[config.mk]
export PLATFORM = sky130hd
export DESIGN_NAME = rob_top
export DESIGN_NICKNAME = d
export VERILOG_FILES = /design/src/common/rob_pkg.sv /design/src/common/rob_if.sv /design/src/hw/rob/rob_alloc.sv /design/src/hw/rob/rob_field_ram.sv /design/src/hw/rob/rob_retire.sv /design/src/hw/rob/rob_top.sv
export SDC_FILE = /design/constraint.sdc
export NUM_CORES = 1
export LEC_CHECK = 0
export ABC_AREA = 1
export BUFFER_PORTS_ARGS = -buffer_cell sky130_fd_sc_hd__buf_2
export CAP_MARGIN = 20
export CORE_ASPECT_RATIO = 1.4
export CORE_MARGIN = 2
export CORE_UTILIZATION = 45
export DETAILED_ROUTE_END_ITERATION = 12
export PLACE_DENSITY = 0.66
export SLEW_MARGIN = 20
export SYNTH_ARGS = -nofsm -noshare
export SYNTH_HDL_FRONTEND = slang
export SYNTH_HIERARCHICAL = 1
export SYNTH_SLANG_ARGS = --single-unit
[constraint.sdc]
create_clock -name clk -period 4.06 [get_ports clk]
set_clock_uncertainty 0.2 [all_clocks]
set_input_delay 0.203 -clock clk [delete_from_list [all_inputs] [get_ports clk]]
set_output_delay 0.203 -clock clk [all_outputs]
set_load 0.05 [all_outputs]
[src/common/rob_pkg.sv]
////////////////////
// rob_pkg
// shared constants, tag and cause types and the two entry payloads
// of the reorder buffer
////////////////////
package rob_pkg;

    // default number of entries, must be a power of two
    parameter int ROB_DEPTH = 8;

    // address and data width
    parameter int XLEN = 32;

    // tag width for the default depth
    localparam int TAG_W = $clog2(ROB_DEPTH);

    typedef logic [TAG_W-1:0] tag_t;    // entry index handed out at dispatch
    typedef logic [4:0]       cause_t;  // exception cause code

    // written once at dispatch, read when the entry reaches the head
    typedef struct packed {
        logic [XLEN-1:0] pc;    // instruction address
        logic [4:0]      dest;  // destination register number
    } disp_payload_t;

    // written by the completion port
    typedef struct packed {
        cause_t cause;  // only meaningful when the entry has its exception bit
    } comp_payload_t;

endpackage

[src/common/rob_if.sv]
////////////////////
// alloc_if
// entry write from the allocation stage into the storage
// and retirement stages, with flush travelling back
////////////////////
interface alloc_if
    import rob_pkg::*;
();

    logic          wr_valid;    // dispatch accepted this cycle
    tag_t          wr_tag;      // tail entry being written
    disp_payload_t wr_payload;  // pc and dest of the new entry
    logic          flush;       // drops all entries on an exception

    // allocation side
    modport src (
        output wr_valid,
        output wr_tag,
        output wr_payload,
        input  flush
    );

    // storage and retirement side
    modport sink (
        input  wr_valid,
        input  wr_tag,
        input  wr_payload,
        output flush
    );

endinterface

[src/hw/rob/rob_alloc.sv]
////////////////////
// rob_alloc
// tail stage of the reorder buffer
// hands out tags in order, tracks occupancy and
// forwards accepted dispatches as entry writes
////////////////////
module rob_alloc
    import rob_pkg::*;
#(
    parameter int depth = ROB_DEPTH
) (
    input  logic          clk,
    input  logic          rst,
    input  logic          disp_valid,
    input  disp_payload_t disp_payload,
    output logic          disp_ready,
    output tag_t          disp_tag,
    input  logic          pop,          // head entry committed
    alloc_if.src          alloc
);

    localparam int IDX_W = $clog2(depth);
    localparam logic [IDX_W:0] FULL = (IDX_W + 1)'(depth);

    logic [IDX_W-1:0] tail;     // next entry to hand out
    logic [IDX_W:0]   count;    // entries in flight
    logic             fire;     // dispatch handshake

    // no room while full, and nothing accepted during a flush
    assign disp_ready = (count != FULL) && !alloc.flush;
    assign fire       = disp_valid && disp_ready;
    assign disp_tag   = tag_t'(tail);

    assign alloc.wr_valid   = fire;
    assign alloc.wr_tag     = tag_t'(tail);
    assign alloc.wr_payload = disp_payload;

    always_ff @(posedge clk) begin
        if (rst || alloc.flush) begin
            tail  <= '0;
            count <= '0;
        end else begin
            if (fire) begin
                tail <= tail + IDX_W'(1);   // wraps with power of two depth
            end
            case ({fire, pop})
                2'b10:   count <= count + (IDX_W + 1)'(1);
                2'b01:   count <= count - (IDX_W + 1)'(1);
                default: count <= count;    // none, or one in and one out
            endcase
        end
    end

endmodule

[src/hw/rob/rob_field_ram.sv]
////////////////////
// rob_field_ram
// per-entry payload store, one write port
// and one asynchronous read port
////////////////////
module rob_field_ram
    import rob_pkg::*;
#(
    parameter int  depth     = ROB_DEPTH,
    parameter type payload_t = logic
) (
    input  logic     clk,
    input  logic     wr_en,
    input  tag_t     wr_addr,
    input  payload_t wr_data,
    input  tag_t     rd_addr,
    output payload_t rd_data
);

    localparam int IDX_W = $clog2(depth);

    payload_t         mem [depth];
    logic [IDX_W-1:0] wr_idx;
    logic [IDX_W-1:0] rd_idx;

    // tags may be wider than this instance needs
    assign wr_idx = wr_addr[IDX_W-1:0];
    assign rd_idx = rd_addr[IDX_W-1:0];

    always_ff @(posedge clk) begin
        if (wr_en) begin
            mem[wr_idx] <= wr_data;
        end
    end

    assign rd_data = mem[rd_idx];   // combinational read

endmodule

[src/hw/rob/rob_retire.sv]
////////////////////
// rob_retire
// head stage of the reorder buffer
// keeps busy, done and exception bits per entry,
// commits the head in order or raises the exception
// and flushes the buffer
////////////////////
module rob_retire
    import rob_pkg::*;
#(
    parameter int depth = ROB_DEPTH
) (
    input  logic            clk,
    input  logic            rst,
    alloc_if.sink           alloc,
    input  logic            comp_valid,
    input  tag_t            comp_tag,
    input  logic            comp_exc,
    output tag_t            head,
    input  disp_payload_t   head_disp,
    input  comp_payload_t   head_comp,
    input  logic [XLEN-1:0] tvec,
    output logic            cm_valid,
    input  logic            cm_ready,
    output logic [XLEN-1:0] cm_pc,
    output logic [4:0]      cm_dest,
    output logic            exc_valid,
    output logic [XLEN-1:0] exc_pc,
    output cause_t          exc_cause,
    output logic [XLEN-1:0] redirect_pc,
    output logic            pop
);

    localparam int IDX_W = $clog2(depth);

    logic [IDX_W-1:0] head_q;       // oldest entry
    logic [depth-1:0] busy;         // entry allocated
    logic [depth-1:0] done;         // completion seen
    logic [depth-1:0] exc;          // completed with exception
    logic [IDX_W-1:0] wr_idx;
    logic [IDX_W-1:0] comp_idx;
    logic             head_ready;   // head allocated and completed

    assign wr_idx   = alloc.wr_tag[IDX_W-1:0];
    assign comp_idx = comp_tag[IDX_W-1:0];
    assign head     = tag_t'(head_q);

    // commit or exception is decided straight from the head bits
    assign head_ready = busy[head_q] && done[head_q];
    assign cm_valid   = head_ready && !exc[head_q];
    assign exc_valid  = head_ready && exc[head_q];

    assign cm_pc   = head_disp.pc;
    assign cm_dest = head_disp.dest;

    assign exc_pc      = head_disp.pc;
    assign exc_cause   = head_comp.cause;
    assign redirect_pc = tvec;          // trap vector

    assign pop         = cm_valid && cm_ready;
    assign alloc.flush = exc_valid;     // one cycle, empties every stage

    always_ff @(posedge clk) begin
        if (rst || exc_valid) begin
            head_q <= '0;
            busy   <= '0;
            done   <= '0;
            exc    <= '0;
        end else begin
            // release the head; a full buffer blocks dispatch,
            // so the tail write below never hits this entry
            if (pop) begin
                busy[head_q] <= 1'b0;
                head_q       <= head_q + IDX_W'(1);
            end
            if (alloc.wr_valid) begin
                busy[wr_idx] <= 1'b1;
                done[wr_idx] <= 1'b0;   // stale status from the last lap
            end
            if (comp_valid) begin
                done[comp_idx] <= 1'b1;
                exc[comp_idx]  <= comp_exc;
            end
        end
    end

endmodule

[src/hw/rob/rob_top.sv]
////////////////////
// rob_top
// single-issue reorder buffer
// allocation, entry storage and retirement
// in series behind plain ports
////////////////////
module rob_top
    import rob_pkg::*;
#(
    parameter int depth = ROB_DEPTH
) (
    input  logic            clk,
    input  logic            rst,
    // dispatch
    input  logic            disp_valid,
    input  disp_payload_t   disp_payload,
    output logic            disp_ready,
    output tag_t            disp_tag,
    // completion, always accepted
    input  logic            comp_valid,
    input  tag_t            comp_tag,
    input  logic            comp_exc,
    input  cause_t          comp_cause,
    // commit
    output logic            cm_valid,
    input  logic            cm_ready,
    output logic [XLEN-1:0] cm_pc,
    output logic [4:0]      cm_dest,
    // exception
    output logic            exc_valid,
    output logic [XLEN-1:0] exc_pc,
    output cause_t          exc_cause,
    output logic [XLEN-1:0] redirect_pc,
    input  logic [XLEN-1:0] tvec
);

    // pointers wrap only for a power of two that fits in a tag
    if ((depth < 2) || ((depth & (depth - 1)) != 0) || ($clog2(depth) > $bits(tag_t)))
    begin : g_depth_check
        $error("rob_top: depth must be a power of two from 2 to %0d", 2 ** $bits(tag_t));
    end

    alloc_if       alloc_bus ();
    logic          pop;         // commit releases one entry
    tag_t          head;        // oldest entry index
    disp_payload_t head_disp;
    comp_payload_t head_comp;
    comp_payload_t comp_wdata;

    assign comp_wdata.cause = comp_cause;

    rob_alloc #(
        .depth (depth)
    ) u_alloc (
        .clk          (clk),
        .rst          (rst),
        .disp_valid   (disp_valid),
        .disp_payload (disp_payload),
        .disp_ready   (disp_ready),
        .disp_tag     (disp_tag),
        .pop          (pop),
        .alloc        (alloc_bus.src)
    );

    rob_field_ram #(
        .depth     (depth),
        .payload_t (disp_payload_t)
    ) ram_disp (
        .clk     (clk),
        .wr_en   (alloc_bus.wr_valid),
        .wr_addr (alloc_bus.wr_tag),
        .wr_data (alloc_bus.wr_payload),
        .rd_addr (head),
        .rd_data (head_disp)
    );

    rob_field_ram #(
        .depth     (depth),
        .payload_t (comp_payload_t)
    ) ram_comp (
        .clk     (clk),
        .wr_en   (comp_valid),
        .wr_addr (comp_tag),
        .wr_data (comp_wdata),
        .rd_addr (head),
        .rd_data (head_comp)
    );

    rob_retire #(
        .depth (depth)
    ) u_retire (
        .clk         (clk),
        .rst         (rst),
        .alloc       (alloc_bus.sink),
        .comp_valid  (comp_valid),
        .comp_tag    (comp_tag),
        .comp_exc    (comp_exc),
        .head        (head),
        .head_disp   (head_disp),
        .head_comp   (head_comp),
        .tvec        (tvec),
        .cm_valid    (cm_valid),
        .cm_ready    (cm_ready),
        .cm_pc       (cm_pc),
        .cm_dest     (cm_dest),
        .exc_valid   (exc_valid),
        .exc_pc      (exc_pc),
        .exc_cause   (exc_cause),
        .redirect_pc (redirect_pc),
        .pop         (pop)
    );

endmodule

# Yosys cells after proc, flatten, opt, wreduce, memory -nomap -nowiden
# Memories as Yosys holds them, arrays and structs flattened. A register that Yosys moved wholly into a read port is not among the register bits.
# Cells that the tools add are included.
# op_classes
n_eq_ne	3
n_reduce_logical	13
add_sub_neg	4
bitwise_logic	6
order_cmp	6
mul	0
div	0
n_mux	28
shift	0
# op_table
cell	count
$mux W8	6
$and A8 B8 Y8	2
$not A8 Y8	2
$or A8 B8 Y8	2
$lt A3 B4 Y1 const B	3
$mux W3	4
$mux W1	10
$bmux W1 S3	3
$demux W1 S3	3
$ge A3 B1 Y1 const B	3
$logic_and A1 B1 Y1	9
$bwmux W8	1
$pmux W4 S2	1
$add A3 B1 Y3 const B	2
$add A4 B1 Y4 const B	1
$ne A4 B4 Y1 const B	1
$sub A4 B1 Y4 const B	1
$eq A2 B1 Y1 const B	1
$eq A2 B2 Y1 const B	1
$logic_not A1 Y1	2
$reduce_bool A2 Y1	1
$logic_or A1 B1 Y1	1
# word_totals
input_bits	83
mem_count	2
latchBits	0
mem_bits_ro	0
output_inout_bits	112
reg_bits	34
elab_cells	68
mem_bits_rw	336
# mem_list
name	words	width	rd	rd_clocked_by_memory_dff	write_ports	line_no	rtl
ram_disp.mem	8	37	1	1	1	rob_field_ram.sv:22	payload_t mem [depth];
ram_comp.mem	8	5	1	1	1	rob_field_ram.sv:22	

# Logic depth before layout (Yosys ltp)
# Gate-level depths: netlist of run 1.
# depth
ltp_word	11
ltp_mapped	21
mapped_depth_nobuf	20

# Cells and area by module
# Netlist of run 1, hierarchy kept.
# modules_own_cells
module	seq_area_each_um2	area_each_um2	n_inst	cells_each
rob_field_ram at ram_disp	8888.5	13001.2	1	1297
rob_retire	540.5	2436.1	1	353
rob_field_ram at ram_comp	1201.2	1813.0	1	190
rob_alloc	140.1	764.5	1	106

# Worst setup path after synthesis of run 1
# No wires, ideal clock.
# synth_path
path_type	register to register
startpoint	reg u_retire.head_q[0], in the netlist u_retire/head[0]
endpoint	mem ram_disp/mem[1][0] (netlist name) (enable)
setup_ns	0.431
path_slack_ns	0.142
stages_incl_launch_ff	13
t_arrival_ns	3.286
period_less_slack_ns	3.918
n_path_buf	2
t_required_ns	3.429
cell_sequence	dfxtp_1 buf_6 inv_6 buf_6 o21ai_1 nand2_2 o21ai_2 inv_1 inv_1 nand3_4 inv_1 nand2_1 nor2_1
# synth_via
elab_chain_len	9
word_cells_on_any_way	13
cone_classes	mux: 8; reduce/logical: 5
# synth_lines
item	line_no	rtl
from (decl)	rob_retire.sv:36	logic [IDX_W-1:0] head_q;
from (signal assigned)	rob_retire.sv:74	head_q <= head_q + IDX_W'(1);
$bmux W1 S3	rob_retire.sv:49	assign head_ready = busy[head_q] && done[head_q];
$mux W1 (implied by the code)	rob_retire.sv:49	
$logic_and A1 B1 Y1	rob_retire.sv:49	
$logic_and A1 B1 Y1 (*)	rob_retire.sv:51	assign exc_valid = head_ready && exc[head_q];
net alloc_bus.flush	rob_if.sv:13	logic flush;
$logic_not A1 Y1 (*)	rob_alloc.sv:30	assign disp_ready = (count != FULL) && !alloc.flush;
$logic_and A1 B1 Y1 (*)	rob_alloc.sv:30	
$logic_and A1 B1 Y1 (*)	rob_alloc.sv:31	assign fire = disp_valid && disp_ready;
net alloc_bus.wr_valid	rob_if.sv:10	logic wr_valid;
$mux W1 (*)	rob_field_ram.sv:31	if (wr_en) begin
$mux W1 (implied by the code) (*)	rob_field_ram.sv:32	mem[wr_idx] <= wr_data;
to (decl)	rob_field_ram.sv:22	
# Mark *: on every way through the listed nets, which the timed path passes. The rest lies on a longest branch. The select of a mux whose other input is x is not followed.

==> results of run 1 <==
layer usage:
metal / GRT usage [%] / part of all wire (%) / vias to the layer above
li1: - / - / 5924
met1: 21.30 / 39 / 5576
met2: 34.79 / 53 / 308
met3: 2.914 / 5.1 / 94
met4: 6.703 / 2.7 / 0
met5: 0 / 0 / -
worst max-delay path: cells and delay by family (launching register included):
family / cells / cell delay (ps)
buf+inv: 4 / 1540
flops: 1 / 640
simple gates: 5 / 470
sequential cells by signal, indices dropped and copies added (netlist names):
name,count
ram_comp/mem,40
u_alloc/count,4
u_retire/head,3
ram_disp/mem,296
u_retire/busy,8
u_alloc/alloc.wr_tag,3
u_retire/exc,8
u_retire/done,8
worst paths after layout:
kind / from / depth (start not counted) / endpoint
max: u_retire/head[0] / 9 / exc_pc[11]
min: tvec[0] / 0 / redirect_pc[0]
max reg2reg: u_retire/head[0] / 15 / u_alloc/alloc.wr_tag[1]
min reg2reg: u_retire/busy[1] / 2 / u_retire/busy[1]
through the flow:
step | power, mW | setup slack (ps) | hold slack (ps)
after floorplan | 5.045 | 142.3 | 101.9
after global placement | 5.041 | 689.1 | 206.6
after detailed placement | 5.057 | 684.2 | 206.6
after CTS | 8.561 | 349.1 | 206.6
after global routing | 8.753 | 131.4 | 206.1
final | 8.485 | 407.9 | 206.0
report_power, final:
group | switching, mW | internal, mW
combinational | 0.525 | 0.184
clock | 1.41 | 2.06
sequential | 0.0358 | 4.27
layout make-up:
type,instances,area share (%)
antenna,1,0.01264
clock buffer,43,4.791
clock inverter,21,1.384
inverter,406,7.737
multi-input combinational,953,21.04
sequential,370,54.45
tap,528,3.337
timing repair buffer,207,7.244
cells by family after synthesis:
logic type                 after synthesis  synth area share [%]
buffers and inverters                  623                 17.43
xor gates and xnor gates                 2               0.09725
DFF                                    370                 59.79
adders and majority gates                6                0.4584
and+or+nand+nor                        902                 20.70
AOI/OAI and AO/OA                       43                 1.535
what timing repair did:
| action | in CTS | in global routing |
|---|---|---|
| endpoints found under the hold margin | 375 | 0 |
| hold buffers | 57 | 0 |
| gates resized for setup | 0 | 0 |
cells in the final DEF, fill, tap and decap left out, drive strengths merged:
master	netlist	layout
nand2	656	656
inv	405	407
edfxtp	336	336
nand3	190	190
buf	212	150
dlygate4sd3	0	57
nor2	46	46
clkbuf	5	43
dfxtp	34	34
a21oi	31	31
clkinv	1	10
nand4	9	9
o21ai	9	9
bufinv	0	6
ha	5	5
clkinvlp	0	4
o211ai	3	3
diode	0	1
xnor2	1	1
fa	1	1
nor3	1	1
xor2	1	1
==> metrics.txt, run 1 <==
outcome complete, no violations; Max Cap Viol 0; drt pass-1 iters 5; pin count of the biggest net entering global routing 99; final hold violation count 0; count leader, synth nand2_1; proportion of layout cells with a drive suffix above 1 12.75%; Sink Count 370; Slew Limit Fails 0; library cells used by synthesis 35; initial core utilization 45.74%; first-pass GRT wire length 60890 um; Post-CTS Setup Inserts 0; Chip Width 173.1 um; Peak VDD IR 284.5 uV; Synth Cell Area 18010 um2; Detail Route Antenna Nets 0; antenna violations before repair 1; Die ar. 41670 um2; Reg area 10780 um2; CP Capture Type output port; Synth area leaders edfxtp_1 (56%), nand2_1 (14%), inv_1 (8.3%); yosys warns 6; Die Span Y 240.7 um; syn_nets 2035; WS Path Type register to output port; H-tree levels 2; area delta synth->final 9.883%; Num CTS Buffers 36; drt total wl 38950 um; CTS max path bufs 3; Finished Layout Cells 2529; IO Port Bufs 130; LEAKAGE 9.032 nW; Post-synth EDFFs 336; I/O pin cnt 195; Routed WL per cell 15.40 um; RSZ-0062 raised after global routing no; fill cell count 3609; Vias 11900; Pwr per Cell Area 428.6 nW/um2; post-synth top area share 56.01%; syn_area_per_cell 9.257 um2; DR vias/cell 4.706; GRT overflow 0; Worst-Margin Slew 1033 ps; dominant cell type by area after synthesis edfxtp_1; core region area 39380 um2; post-synthesis cell count 1946; largest stage delay on the critical path 640 ps; gr usage total 18.52%; GPL Wtd Cong 0.8539; clock-pin slew on the worst setup and hold paths 60 ps; multi-input logic area 4165 um2; CTS tree yes; worst reg-to-reg setup slack 670 ps; CP max stage cell dfxtp_4; HPWL Detailed 24150 um; cell repeated most along the worst path nand2_1; DR DRC count 0; Synth Flop Type edfxtp_1; CP cell instances buf_4, inv_4, buf_4, nand2_1, nand3_1, nand2_1, nand2_1, nand2_1, buf_2; final instance area 19800 um2; synth cell count leaders nand2_1 (650), inv_1 (397), edfxtp_1 (336); CP Launch Type register; Max FO, Critical Path 98; crit path DAT 3250 ps; Peak Freq 273.8 MHz; Post-Place Cells 2407; Worst Hold Class input pin to output port; clock latency on the worst-skew pair 530 ps; area of placed instances 18000 um2; Slew HR 31.15%; drt initial violations 785; Async S/R FF share, synth 0%; Period Utilization, post-route 89.95%; vias in the first global route 11560; sequential area share after synthesis 59.79%; CTS root buf clkbuf_16; setup TNS 0 ps; Worst Path Required 3660 ps; final setup fails 0; Nets 2063; Yosys reg bits 370; min Tclk post-route 3652 ps; Core Rows 86; Layout Utilization 50.26%
(Power assumes the default switching activity.)
==> inputs of run 2 (changes only) <==
--- a/config.mk
+++ b/config.mk
@@ -10,9 +10,10 @@
 export CAP_MARGIN = 20
 export CORE_ASPECT_RATIO = 1.4
 export CORE_MARGIN = 2
-export CORE_UTILIZATION = 45
+export CORE_UTILIZATION = 53
 export DETAILED_ROUTE_END_ITERATION = 12
-export PLACE_DENSITY = 0.66
+export MAX_ROUTING_LAYER = met4
+export PLACE_DENSITY = 0.76
 export SLEW_MARGIN = 20
 export SYNTH_ARGS = -nofsm -noshare
 export SYNTH_HDL_FRONTEND = slang
==> metrics.txt, run 2 (same netlist as run 1, synthesis figures left out) <==
core region area 33410 um2 (-15%); CP Launch Type register; Vias 12110 (+1.7%); Final Worst Setup Slack 321.1 ps (-86.83 ps); drt initial violations 912 (+16%); Die ar. 35500 um2 (-15%); DR vias/cell 4.954 (+5.3%); min Tclk post-route 3739 ps (+86.83 ps); Num CTS Buffers 36 (unchanged); CTS max path bufs 3 (unchanged); largest stage delay on the critical path 590 ps (-50 ps); outcome complete, no violations; final hold violation count 0 (unchanged); CP delay by family, top buffers and inverters; WP buf/inv 4 (unchanged); Peak VDD IR 320.4 uV (+13%); setup TNS 0 ps (unchanged); Worst-Margin Slew 1019 ps (-13.39 ps); drt pass-1 iters 8 (+3); Max FO, Critical Path 96 (-2.0%); clock-pin slew on the worst setup and hold paths 60 ps (about the same); Worst Path Required 3660 ps (about the same); Reg2Reg Depth 15 (unchanged); Sink Count 370 (unchanged); switch share 24.08% (+0.85 points); sequential power share 51.9% (+1.2 points); fill cell count 2784 (-23%); Nets 2060 (-0.15%); cell repeated most along the worst path nand2_1; first-pass GRT wire length 60670 um (-0.35%); Top Registers ram_disp/mem: 296 flops, ram_comp/mem: 40 flops; crit path DAT 3340 ps (+90 ps); internal power 6.295 mW (-3.4%); Layout Utilization 58.69% (+8.4 points); Detail Route Antenna Nets 0 (unchanged); DR DRC count 0 (unchanged); leading cell type in the layout, fill and taps excluded nand2_1; H-tree levels 2 (unchanged); most frequent cells in the layout nand2_1 (650), inv_1 (396), edfxtp_1 (336), nand3_1 (188), buf_2 (130); GPL Wtd Cong 0.8340 (-2.3%); CTS tree yes; Largest register FFs 296 (unchanged); final instance area 19610 um2 (-0.95%); clock latency on the worst-skew pair 540 ps (about the same); Peak Freq 267.5 MHz (-2.3%); critical path depth 9 (unchanged); Clk network pwr share 39.5% (-1.4 points); WS Path Type register to output port; CP max stage cell buf_6; Hold Path Stages 0 (unchanged); HPWL Detailed 24030 um (-0.49%); CP cell instances buf_6, inv_4, buf_12, nand2_1, nand3_1, nand2_1, nand2_1, nand2_1, buf_2; Period Utilization, post-route 92.09% (+2.1 points); CTS root buf clkbuf_16; Max Cap Viol 0 (unchanged); Core Rows 79 (-8.1%); final setup fails 0 (unchanged); Pwr per Cell Area 422.9 nW/um2 (-1.3%); RSZ-0062 raised after global routing no; pin count of the biggest net entering global routing 97 (-2.0%); DP Worst Slack 607.0 ps (-77.24 ps); area of placed instances 17870 um2 (-0.74%); Worst Hold Class input pin to output port; CP Capture Type output port; proportion of layout cells with a drive suffix above 1 12.41% (-0.34 points); Routed WL per cell 15.87 um (+3.1%); vias in the first global route 11880 (+2.8%); initial core utilization 53.92% (+8.2 points); Slew Limit Fails 0 (unchanged); Largest Register ram_disp/mem; Slew HR 32.04% (+0.89 points); IO Port Bufs 130 (unchanged); LEAKAGE 8.991 nW (-0.46%); Chip Width 159.8 um (-7.7%); Combinational Power Share 8.6% (+0.2 points); gr usage total 22.25% (+3.7 points); I/O pin cnt 195 (unchanged); Hold Slack 206.0 ps (+0.005000 ps); Die Span Y 222.1 um (-7.7%); drt total wl 38790 um (-0.40%); area delta synth->final 8.842%; Net Switching 1.997 mW (+1.3%); antenna violations before repair 1 (unchanged); GRT overflow 0 (unchanged)
## run 2: cell count changes in the layout (fill, tap and decap cells not counted), sizes merged
cell	delta
clkinv	+9
buf	-4
bufinv	-3
clkbuf	-2
clkinvlp	-2
dlygate4sd3	+1
inv	-1
## run 2: area by class of cell
type,count,area (um2),share of cell area (%)
Timing Repair Buffer,204,1418,7.230
Multi-Input combinational cell,953,4165,21.24
Inverter,406,1531,7.811
Antenna cell,1,2.502,0.01276
Clock buffer,41,919.6,4.690
Clock inverter,24,235.2,1.200
Tap cell,445,556.8,2.840
Sequential cell,370,10780,54.97
## run 2: repair_timing
action                                  4_1_cts  5_1_grt
buffers inserted                              0        0
hold buffers                                 58        0
hold endpoints to repair                    382        0
endpoints found under the setup margin        0       50
resized for setup                             0        1
## run 2: power by group through the flow
stage / Sequential (mW) / Clock (mW) / Combinational [mW]
after floorplan: 4.38 / 0 / 0.666
after global placement: 4.38 / 0 / 0.658
after detailed placement: 4.38 / 0 / 0.671
after CTS: 4.30 / 3.34 / 0.718
after global routing: 4.31 / 3.48 / 0.774
final: 4.30 / 3.28 / 0.714
## run 2: worst register-to-register path: stages (launching register included)
cell	delay [ps]
dfxtp_2	510
inv_2	60
nor2_2	200
nand3_1	100
nand2_1	80
nor2_1	60
nor2_4	280
o21ai_2	120
inv_1	150
inv_1	100
nand3_4	120
nand2_1	70
nand2_1	50
dlygate4sd3_1	550
nor2_1	40
dlygate4sd3_1	540
## run 2: stage by stage
stage,std cells,power (mW)
2_1_floorplan,1946,5.045
3_3_place_gp,2320,5.038
3_5_place_dp,2320,5.055
4_1_cts,2443,8.355
5_1_grt,2444,8.563
6_report,2444,8.292
## run 2: final timing paths
| path | from | to | slack [ps] |
|---|---|---|---|
| setup / recovery | u_retire/head[0] | cm_pc[3] | 320 |
| hold / removal | tvec[0] | redirect_pc[0] | 210 |
| setup reg to reg | u_retire/head[2] | u_alloc/alloc.wr_tag[1] | 710 |
| hold reg to reg | u_retire/busy[3] | u_retire/busy[3] | 260 |
## run 2: routing by layer
| layer | GRT usage (%) | wire [um] |
|---|---|---|
| met5 | - | 0 |
| met1 | 26.02 | 15100 |
| met4 | 10.49 | 1655 |
| met2 | 38.30 | 19870 |
| met3 | 2.694 | 2167 |
